### config.mk
export PLATFORM = sky130hd
export DESIGN_NAME = ptp_td_leaf
export DESIGN_NICKNAME = d
export VERILOG_FILES = /design/src/hdl/ts_pkg.sv /design/src/hdl/td_pkg.sv /design/src/hdl/ptp_td_leaf.sv /design/src/hdl/ptp_time_keeper.sv /design/src/hdl/ts_step_ctrl.sv /design/src/hdl/td_field_capture.sv /design/src/hdl/td_deserializer.sv
export VERILOG_INCLUDE_DIRS = /design/src /design/src/hdl
export SDC_FILE = /design/constraint.sdc
export NUM_CORES = 1
export LEC_CHECK = 0
export BUFFER_PORTS_ARGS = -buffer_cell sky130_fd_sc_hd__buf_2
export CAP_MARGIN = 20
export CORE_ASPECT_RATIO = 1.2
export CORE_MARGIN = 10
export CORE_UTILIZATION = 60
export DETAILED_ROUTE_END_ITERATION = 10
export PLACE_DENSITY_LB_ADDON = 0.08
export SLEW_MARGIN = 20
export SYNTH_ARGS = -nofsm -noshare
export SYNTH_HDL_FRONTEND = slang
export SYNTH_HIERARCHICAL = 1
export SYNTH_SLANG_ARGS = --single-unit
### constraint.sdc
create_clock -name clk -period 7.05 [get_ports clk]
set_clock_uncertainty 0.15 [all_clocks]
set_input_delay 1.41 -clock clk [delete_from_list [all_inputs] [get_ports clk]]
set_output_delay 1.41 -clock clk [all_outputs]
set_load 0.1 [all_outputs]
### src/hdl/ptp_leaf_settings.svh
// widths and constants of the PTP time distribution leaf, included by packages and RTL
`ifndef PTP_LEAF_SETTINGS_SVH
`define PTP_LEAF_SETTINGS_SVH

// protocol word width
`define TD_WORD_W 16

// timestamp field widths
`define TS_FNS_W 16
`define TS_REL_NS_W 48
`define TS_TOD_NS_W 30
`define TS_TOD_S_W 48

// integer ns part of the clock period
`define PERIOD_NS_W 8

// lowest ns bit compared and loaded on a step
`define TS_COARSE_LSB 9

`define NS_PER_S 31'd1000000000

// mismatch count at which the next mismatching frame steps local time
`define MISMATCH_LIMIT 2'd3

`endif
### src/hdl/ts_pkg.sv
// timestamp, coarse time and period types shared by capture, step control and timekeeper
`default_nettype none

`include "ptp_leaf_settings.svh"

package ts_pkg;

    typedef struct packed {
        logic [`PERIOD_NS_W-1:0] ns;
        logic [`TS_FNS_W-1:0]    fns;
    } period_t;

    typedef struct packed {
        logic [`TS_REL_NS_W-1:0] ns;
        logic [`TS_FNS_W-1:0]    fns;
    } rel_ts_t;

    typedef struct packed {
        logic [`TS_TOD_S_W-1:0]  s;
        logic [`TS_TOD_NS_W-1:0] ns;
        logic [`TS_FNS_W-1:0]    fns;
    } tod_ts_t;

    // ns bits from TS_COARSE_LSB upward
    typedef struct packed {
        logic [`TS_REL_NS_W-`TS_COARSE_LSB-1:0] ns;
    } rel_coarse_t;

    typedef struct packed {
        logic [`TS_TOD_S_W-1:0]                 s;
        logic [`TS_TOD_NS_W-`TS_COARSE_LSB-1:0] ns;
    } tod_coarse_t;

endpackage

`default_nettype wire

### src/hdl/td_pkg.sv
// word type and word indices of the serial time-distribution protocol
`default_nettype none

`include "ptp_leaf_settings.svh"

package td_pkg;

    // one received word with its position in the frame
    typedef struct packed {
        logic [`TD_WORD_W-1:0] data;
        logic [3:0]            index;
        logic [3:0]            msg;
        logic                  last;
    } td_word_t;

    localparam logic [3:0] IDX_HDR        = 4'd0;
    localparam logic [3:0] IDX_TOD_NS_LO  = 4'd1;
    localparam logic [3:0] IDX_TOD_NS_HI  = 4'd2;
    localparam logic [3:0] IDX_TOD_S_0    = 4'd3;
    localparam logic [3:0] IDX_TOD_S_1    = 4'd4;
    localparam logic [3:0] IDX_TOD_S_2    = 4'd5;
    localparam logic [3:0] IDX_REL_NS_0   = 4'd8;
    localparam logic [3:0] IDX_REL_NS_1   = 4'd9;
    localparam logic [3:0] IDX_REL_NS_2   = 4'd10;
    localparam logic [3:0] IDX_PERIOD_FNS = 4'd11;
    localparam logic [3:0] IDX_PERIOD_NS  = 4'd12;

    // step flags inside the header and ToD ns high words
    localparam int REL_STEP_BIT = 8;
    localparam int TOD_STEP_BIT = 15;

endpackage

`default_nettype wire

### src/hdl/ptp_td_leaf.sv
// top level of the PTP time distribution leaf, serial line in, local timestamps and PPS out
`timescale 1ns/1ns
`default_nettype none

`include "ptp_leaf_settings.svh"

module ptp_td_leaf
    import td_pkg::*;
    import ts_pkg::*;
(
    input  wire logic clk,
    input  wire logic rst,
    input  wire logic td_sdi,
    output rel_ts_t   output_ts_rel,
    output logic      output_ts_rel_step,
    output tod_ts_t   output_ts_tod,
    output logic      output_ts_tod_step,
    output logic      output_pps,
    output logic      output_pps_str
);

    td_word_t    word;
    logic        word_valid;
    rel_ts_t     rel_shadow;
    logic        rel_valid, rel_step_req, rel_load;
    tod_ts_t     tod_shadow;
    logic        tod_valid, tod_step_req, tod_load;
    period_t     period;
    logic        period_valid;
    rel_coarse_t rel_coarse;
    tod_coarse_t tod_coarse;

    td_deserializer deser_i (
        .clk        (clk),
        .rst        (rst),
        .td_sdi     (td_sdi),
        .word       (word),
        .word_valid (word_valid)
    );

    td_field_capture capture_i (
        .clk          (clk),
        .rst          (rst),
        .word         (word),
        .word_valid   (word_valid),
        .rel_shadow   (rel_shadow),
        .rel_valid    (rel_valid),
        .rel_step_req (rel_step_req),
        .tod_shadow   (tod_shadow),
        .tod_valid    (tod_valid),
        .tod_step_req (tod_step_req),
        .period       (period),
        .period_valid (period_valid)
    );

    ts_step_ctrl #(.payload_t(rel_coarse_t)) rel_step_i (
        .clk          (clk),
        .rst          (rst),
        .shadow       (rel_coarse_t'(rel_shadow.ns[`TS_REL_NS_W-1:`TS_COARSE_LSB])),
        .shadow_valid (rel_valid),
        .step_req     (rel_step_req),
        .local_time   (rel_coarse),
        .load         (rel_load)
    );

    ts_step_ctrl #(.payload_t(tod_coarse_t)) tod_step_i (
        .clk          (clk),
        .rst          (rst),
        .shadow       (tod_coarse_t'({tod_shadow.s,
                                      tod_shadow.ns[`TS_TOD_NS_W-1:`TS_COARSE_LSB]})),
        .shadow_valid (tod_valid),
        .step_req     (tod_step_req),
        .local_time   (tod_coarse),
        .load         (tod_load)
    );

    ptp_time_keeper keeper_i (
        .clk          (clk),
        .rst          (rst),
        .period       (period),
        .period_valid (period_valid),
        .rel_shadow   (rel_shadow),
        .rel_load     (rel_load),
        .tod_shadow   (tod_shadow),
        .tod_load     (tod_load),
        .ts_rel       (output_ts_rel),
        .ts_rel_step  (output_ts_rel_step),
        .ts_tod       (output_ts_tod),
        .ts_tod_step  (output_ts_tod_step),
        .pps          (output_pps),
        .pps_str      (output_pps_str),
        .rel_coarse   (rel_coarse),
        .tod_coarse   (tod_coarse)
    );

endmodule

`default_nettype wire

### src/hdl/ptp_time_keeper.sv
// local relative and ToD counters advanced by the received period, with coarse step load and PPS
`timescale 1ns/1ns
`default_nettype none

`include "ptp_leaf_settings.svh"

module ptp_time_keeper
    import ts_pkg::*;
(
    input  wire logic    clk,
    input  wire logic    rst,
    input  wire period_t period,
    input  wire logic    period_valid,
    input  wire rel_ts_t rel_shadow,
    input  wire logic    rel_load,
    input  wire tod_ts_t tod_shadow,
    input  wire logic    tod_load,
    output rel_ts_t      ts_rel,
    output logic         ts_rel_step,
    output tod_ts_t      ts_tod,
    output logic         ts_tod_step,
    output logic         pps,
    output logic         pps_str,
    output rel_coarse_t  rel_coarse,
    output tod_coarse_t  tod_coarse
);

    localparam int REL_W = $bits(rel_ts_t);
    localparam int TOD_SUM_W = `TS_TOD_NS_W + 1 + `TS_FNS_W;

    period_t                 period_q;
    rel_ts_t                 rel_base, rel_next;
    tod_ts_t                 tod_base, tod_next;
    logic [`TS_TOD_NS_W:0]   tod_ns_sum;
    logic                    tod_wrap;

    always_comb begin
        rel_base = ts_rel;
        if (rel_load) begin
            rel_base.ns[`TS_REL_NS_W-1:`TS_COARSE_LSB] =
                rel_shadow.ns[`TS_REL_NS_W-1:`TS_COARSE_LSB];
        end
        rel_next = rel_ts_t'(rel_base + REL_W'(period_q));

        tod_base = ts_tod;
        if (tod_load) begin
            tod_base.s = tod_shadow.s;
            tod_base.ns[`TS_TOD_NS_W-1:`TS_COARSE_LSB] =
                tod_shadow.ns[`TS_TOD_NS_W-1:`TS_COARSE_LSB];
        end
        // extra ns bit catches the carry past one second
        {tod_ns_sum, tod_next.fns} = {1'b0, tod_base.ns, tod_base.fns} + TOD_SUM_W'(period_q);
        tod_wrap = tod_ns_sum >= `NS_PER_S;
        tod_next.s = tod_base.s + {{(`TS_TOD_S_W-1){1'b0}}, tod_wrap};
        tod_next.ns = tod_wrap ? `TS_TOD_NS_W'(tod_ns_sum - `NS_PER_S)
                               : tod_ns_sum[`TS_TOD_NS_W-1:0];
    end

    always_ff @(posedge clk) begin
        ts_rel <= rel_next;
        ts_tod <= tod_next;
        ts_rel_step <= rel_load;
        ts_tod_step <= tod_load;
        pps <= tod_wrap;

        // stretch ends half way into the second
        if (tod_wrap) begin
            pps_str <= 1'b1;
        end else if (tod_next.ns[`TS_TOD_NS_W-1]) begin
            pps_str <= 1'b0;
        end

        if (period_valid) begin
            period_q <= period;
        end

        if (rst) begin
            ts_rel <= '0;
            ts_tod <= '0;
            ts_rel_step <= 1'b0;
            ts_tod_step <= 1'b0;
            pps <= 1'b0;
            pps_str <= 1'b0;
            period_q <= '0;
        end
    end

    assign rel_coarse = '{ns: ts_rel.ns[`TS_REL_NS_W-1:`TS_COARSE_LSB]};
    assign tod_coarse = '{s: ts_tod.s, ns: ts_tod.ns[`TS_TOD_NS_W-1:`TS_COARSE_LSB]};

endmodule

`default_nettype wire

### src/hdl/ts_step_ctrl.sv
// per-payload step decision from the step flag or repeated coarse time mismatches
`timescale 1ns/1ns
`default_nettype none

`include "ptp_leaf_settings.svh"

module ts_step_ctrl #(
    parameter type payload_t = logic [7:0]
) (
    input  wire logic     clk,
    input  wire logic     rst,
    input  wire payload_t shadow,
    input  wire logic     shadow_valid,
    input  wire logic     step_req,
    input  wire payload_t local_time,
    output logic          load
);

    logic [1:0] mismatch_cnt;
    logic       mismatch;

    assign mismatch = shadow != local_time;

    always_ff @(posedge clk) begin
        load <= 1'b0;

        if (shadow_valid) begin
            if (step_req) begin
                load <= 1'b1;
                mismatch_cnt <= '0;
            end else if (mismatch) begin
                // persistent disagreement, take the master's time
                if (mismatch_cnt == `MISMATCH_LIMIT) begin
                    load <= 1'b1;
                    mismatch_cnt <= '0;
                end else begin
                    mismatch_cnt <= mismatch_cnt + 2'd1;
                end
            end else begin
                mismatch_cnt <= '0;
            end
        end

        if (rst) begin
            load <= 1'b0;
            mismatch_cnt <= '0;
        end
    end

endmodule

`default_nettype wire

### src/hdl/td_field_capture.sv
// collects word strobes into shadow timestamps and period and releases complete fields at frame end
`timescale 1ns/1ns
`default_nettype none

`include "ptp_leaf_settings.svh"

module td_field_capture
    import td_pkg::*;
    import ts_pkg::*;
(
    input  wire logic     clk,
    input  wire logic     rst,
    input  wire td_word_t word,
    input  wire logic     word_valid,
    output rel_ts_t       rel_shadow,
    output logic          rel_valid,
    output logic          rel_step_req,
    output tod_ts_t       tod_shadow,
    output logic          tod_valid,
    output logic          tod_step_req,
    output period_t       period,
    output logic          period_valid
);

    logic [`TS_REL_NS_W-1:0] rel_ns_q;
    logic [`TS_TOD_S_W-1:0]  tod_s_q;
    logic [`TS_TOD_NS_W-1:0] tod_ns_q;
    logic [`PERIOD_NS_W-1:0] per_ns_q;
    logic [`TS_FNS_W-1:0]    per_fns_q;

    logic [15:0] hit;
    logic        frame_start;
    logic [2:0]  rel_seen, rel_seen_nxt;
    logic [4:0]  tod_seen, tod_seen_nxt;
    logic [1:0]  per_seen, per_seen_nxt;

    // one-hot index of an accepted msg 0 word
    assign hit = (word_valid && word.msg == 4'd0) ? (16'd1 << word.index) : 16'd0;
    assign frame_start = word_valid && word.index == IDX_HDR;

    assign rel_seen_nxt = (frame_start ? 3'd0 : rel_seen)
        | {hit[IDX_REL_NS_2], hit[IDX_REL_NS_1], hit[IDX_REL_NS_0]};
    assign tod_seen_nxt = (frame_start ? 5'd0 : tod_seen)
        | {hit[IDX_TOD_S_2], hit[IDX_TOD_S_1], hit[IDX_TOD_S_0],
           hit[IDX_TOD_NS_HI], hit[IDX_TOD_NS_LO]};
    assign per_seen_nxt = (frame_start ? 2'd0 : per_seen)
        | {hit[IDX_PERIOD_NS], hit[IDX_PERIOD_FNS]};

    always_ff @(posedge clk) begin
        if (hit[IDX_TOD_NS_LO]) tod_ns_q[15:0] <= word.data;
        if (hit[IDX_TOD_NS_HI]) tod_ns_q[29:16] <= word.data[13:0];
        if (hit[IDX_TOD_S_0]) tod_s_q[15:0] <= word.data;
        if (hit[IDX_TOD_S_1]) tod_s_q[31:16] <= word.data;
        if (hit[IDX_TOD_S_2]) tod_s_q[47:32] <= word.data;
        if (hit[IDX_REL_NS_0]) rel_ns_q[15:0] <= word.data;
        if (hit[IDX_REL_NS_1]) rel_ns_q[31:16] <= word.data;
        if (hit[IDX_REL_NS_2]) rel_ns_q[47:32] <= word.data;
        if (hit[IDX_PERIOD_FNS]) per_fns_q <= word.data;
        if (hit[IDX_PERIOD_NS]) per_ns_q <= word.data[`PERIOD_NS_W-1:0];
    end

    always_ff @(posedge clk) begin
        rel_valid <= 1'b0;
        tod_valid <= 1'b0;
        period_valid <= 1'b0;
        rel_seen <= rel_seen_nxt;
        tod_seen <= tod_seen_nxt;
        per_seen <= per_seen_nxt;

        // step flags held until a valid pulse has carried them
        if (rel_valid) rel_step_req <= 1'b0;
        if (tod_valid) tod_step_req <= 1'b0;
        if (hit[IDX_HDR] && word.data[REL_STEP_BIT]) rel_step_req <= 1'b1;
        if (hit[IDX_TOD_NS_HI] && word.data[TOD_STEP_BIT]) tod_step_req <= 1'b1;

        if (word_valid && word.last) begin
            rel_valid <= &rel_seen_nxt;
            tod_valid <= &tod_seen_nxt;
            period_valid <= &per_seen_nxt;
        end

        if (rst) begin
            rel_valid <= 1'b0;
            tod_valid <= 1'b0;
            period_valid <= 1'b0;
            rel_seen <= '0;
            tod_seen <= '0;
            per_seen <= '0;
            rel_step_req <= 1'b0;
            tod_step_req <= 1'b0;
        end
    end

    // protocol carries no fractional ns for the timestamps
    assign rel_shadow = '{ns: rel_ns_q, fns: '0};
    assign tod_shadow = '{s: tod_s_q, ns: tod_ns_q, fns: '0};
    assign period = '{ns: per_ns_q, fns: per_fns_q};

endmodule

`default_nettype wire

### src/hdl/td_deserializer.sv
// serial time-distribution line to indexed 16-bit word strobes, one strobe per received word
`timescale 1ns/1ns
`default_nettype none

`include "ptp_leaf_settings.svh"

module td_deserializer
    import td_pkg::*;
(
    input  wire logic clk,
    input  wire logic rst,
    input  wire logic td_sdi,
    output td_word_t  word,
    output logic      word_valid
);

    logic [`TD_WORD_W-1:0] shift_q;
    logic [4:0]            bit_cnt;
    logic                  busy;
    logic [3:0]            index_q;
    logic [3:0]            msg_q;

    always_ff @(posedge clk) begin
        // data arrives lsb first
        shift_q <= {td_sdi, shift_q[`TD_WORD_W-1:1]};
        word_valid <= 1'b0;

        if (bit_cnt != 0) begin
            bit_cnt <= bit_cnt - 5'd1;
        end else begin
            busy <= 1'b0;
            if (busy) begin
                // this bit is the continue/last marker
                word.data <= shift_q;
                word.index <= index_q;
                word.msg <= (index_q == IDX_HDR) ? shift_q[3:0] : msg_q;
                word.last <= td_sdi;
                word_valid <= 1'b1;
                index_q <= index_q + 4'd1;
                if (index_q == IDX_HDR) begin
                    msg_q <= shift_q[3:0];
                end
            end
            if (!td_sdi) begin
                // start bit, or continue bit doubling as next start
                bit_cnt <= 5'd16;
                busy <= 1'b1;
            end else begin
                index_q <= IDX_HDR;
            end
        end

        if (rst) begin
            bit_cnt <= '0;
            busy <= 1'b0;
            index_q <= IDX_HDR;
            word_valid <= 1'b0;
        end
    end

endmodule

`default_nettype wire

==> flow_metrics.env <==
export IMPL_power_density_nw_per_um2=220
export IMPL_num_antenna_cells=0
export IMPL_nNetsFinal=2215
export IMPL_ios=165
export IMPL_hold_violations=0
export IMPL_cts_sinks=391
export IMPL_clk_path_buf_depth=3
export IMPL_critPathKind="flip-flop to flip-flop"
export IMPL_tightest_slew_ns=1.09
export IMPL_maxCapViolCount=0
export IMPL_post_route_period_util=0.934
export IMPL_die_h_um=226
export IMPL_crit_arrival_ns=6.84
export IMPL_worst_path_max_fanout=6
export IMPL_dp_hpwl_mm=43.4
export IMPL_grt_pass1_vias=15801
export IMPL_grt_pass1_wl_mm=90.9
export IMPL_n_fill_cell=2845
export IMPL_cts_tree="built"
export IMPL_drv_slew=0
export IMPL_gr_max_usage_layer="met2"
export IMPL_areaGrowthSynthToFinish_pct=8.92
export IMPL_cts_hold_buf=0
export IMPL_ys_warn_count=6
export IMPL_floorplan_die_area_um2=43200
export IMPL_io_buffers=164
export IMPL_grtUsageMet2=0.453
export IMPL_tns_ns=0
export IMPL_grt_start_max_net_pins=106
export IMPL_cts_max_level=2
export IMPL_fmax_ghz=0.152
export IMPL_cp_end_kind="flip-flop"
export IMPL_drt_iter0_drc=1210
export IMPL_place_gp_congestion=0.955
export IMPL_die_w_um=191
export IMPL_wl_mm=59.6
export IMPL_synthCells=2120
export IMPL_ant_nets=0
export IMPL_start_util=0.605
export IMPL_antenna_found_initial=1
export IMPL_vias=16327
export IMPL_final_core_utilization=0.659
export IMPL_drive_gt1_frac=0.162
export IMPL_grt_ovfl_total=0
export IMPL_status="complete, no violations"
export IMPL_rows=75
export IMPL_setup_viol=0
export IMPL_min_period_ns=6.59
export IMPL_met1_usage=0.341
export IMPL_hold_path_class="flip-flop to flip-flop"
export IMPL_grt_total_usage=0.268
export IMPL_start_kind="flip-flop"
export IMPL_cp_required_ns=7.31
export IMPL_viasPerCell=6.17
export IMPL_dr_pass1_iters=7
export IMPL_routedWlPerCell_um=22.5
export IMPL_rsz0062_at_grt="false"
export IMPL_drc=0
export IMPL_coreArea_um2=34900
export IMPL_clk_pin_slew_ns=0.07
export IMPL_clockRootBuffer="clkbuf_16"
export IMPL_cts_buffers=40
export IMPL_grtUsageMet3=0.0377
export IMPL_clock_latency_ns=0.55
export IMPL_netlist_area_um2=21100
export IMPL_p_leak_nw=8.69
export IMPL_peakVddDrop_v=0.000295
export IMPL_syn_avg_cell_area_um2=9.97
export IMPL_slew_headroom=0.273
export IMPL_synth_nets=2181
-- sequential cells by signal, summed over array words and instances (netlist names), 21 cells and up --
| signal | cells |
|---|---|
| capture_i/tod_s_q | 48 |
| deser_i/word | 21 |
| capture_i/rel_ns_q | 39 |
| keeper_i/ts_tod | 25 |
| keeper_i/tod_coarse | 69 |
| keeper_i/rel_coarse | 39 |
| capture_i/tod_ns_q | 21 |
| keeper_i/period_q | 24 |
| keeper_i/ts_rel | 25 |
-- per-layer routing --
metal	routed length (µm)	share of wire	up-vias
met4	2140	0.036	0
met3	3550	0.060	125
met2	29000	0.49	600
met5	0	0	-
met1	25000	0.42	7919
li1	-	-	7683
-- critical path, cell delays in order (launching register included) --
cell and delay [ns]:
dfxtp_1 0.34, ha_1 0.34, and2_1 0.19, a221oi_1 0.53
a211oi_1 0.29, o21a_1 0.29, o221ai_1 0.30, o211ai_1 0.15
nor4_1 0.38, nor4bb_4 0.44, a211o_1 0.28, o21ai_4 0.08
inv_2 0.09, ha_1 0.18, and3_1 0.29, and4_1 0.27
nor3b_2 0.40, nand3_1 0.27, nor2_2 0.23, nand2_1 0.19
nor4_2 0.30, and4bb_2 0.28, xor2_1 0.15, nor2_1 0.05
-- stage by stage --
stage                     power [W]  hold WS (ns)  cell area (µm²)  std cells  setup slack, ns
after detailed placement    0.00274         0.189            21500       2573            0.328
after CTS                   0.00510         0.203            23000       2646            0.304
after global placement      0.00273         0.182            21500       2573            0.535
after global routing        0.00521         0.212            23000       2647           0.0674
after floorplan             0.00264         0.177            21100       2120            0.773
final                       0.00507         0.204            23000       2647            0.463
-- power by group --
part	internal [W]	switching (W)
Combinational	0.0000512	0.000113
Sequential	0.00243	0.000107
Clock	0.00145	0.000921
-- final timing paths --
kind	startpoint	end	slack, ns	depth (start not counted)
max reg2reg	keeper_i/period_q[3]$_SDFFE_PP0P_	keeper_i/tod_coarse[68]$_SDFF_PP0_	0.46	23
min	deser_i/shift_q[12]$_DFF_P_	deser_i/shift_q[11]$_DFF_P_	0.20	0
min reg2reg	deser_i/shift_q[12]$_DFF_P_	deser_i/shift_q[11]$_DFF_P_	0.20	0
max	keeper_i/period_q[3]$_SDFFE_PP0P_	keeper_i/tod_coarse[68]$_SDFF_PP0_	0.46	23
-- area by class of cell --
class	instances	area (µm²)	share of cell area
inverter	39	146	0.00636
timing repair buffer	180	947	0.0411
tap	462	578	0.0251
sequential	391	9400	0.409
clock buffer	47	1060	0.0460
multi-input combinational	1502	10500	0.455
clock inverter	26	419	0.0182
-- timing repair --
action | CTS | global route
endpoints found under the setup margin | 0 | 8
setup buffers | 0 | 1
hold endpoints to repair | 0 | 0
resized for setup | 0 | 3
-- placed cells by master, fill, tap and decap left out, drive strengths merged, types with 56 or more instances in the layout --
cell type / count
dfxtp: 234
o21ai: 62
nor2: 194
nor3: 66
xnor2: 92
a21oi: 119
mux2i: 93
ha: 56
xor2: 109
nand2: 122
buf: 180
edfxtp: 157
No activity file was read; power rests on OpenSTA's default activity.
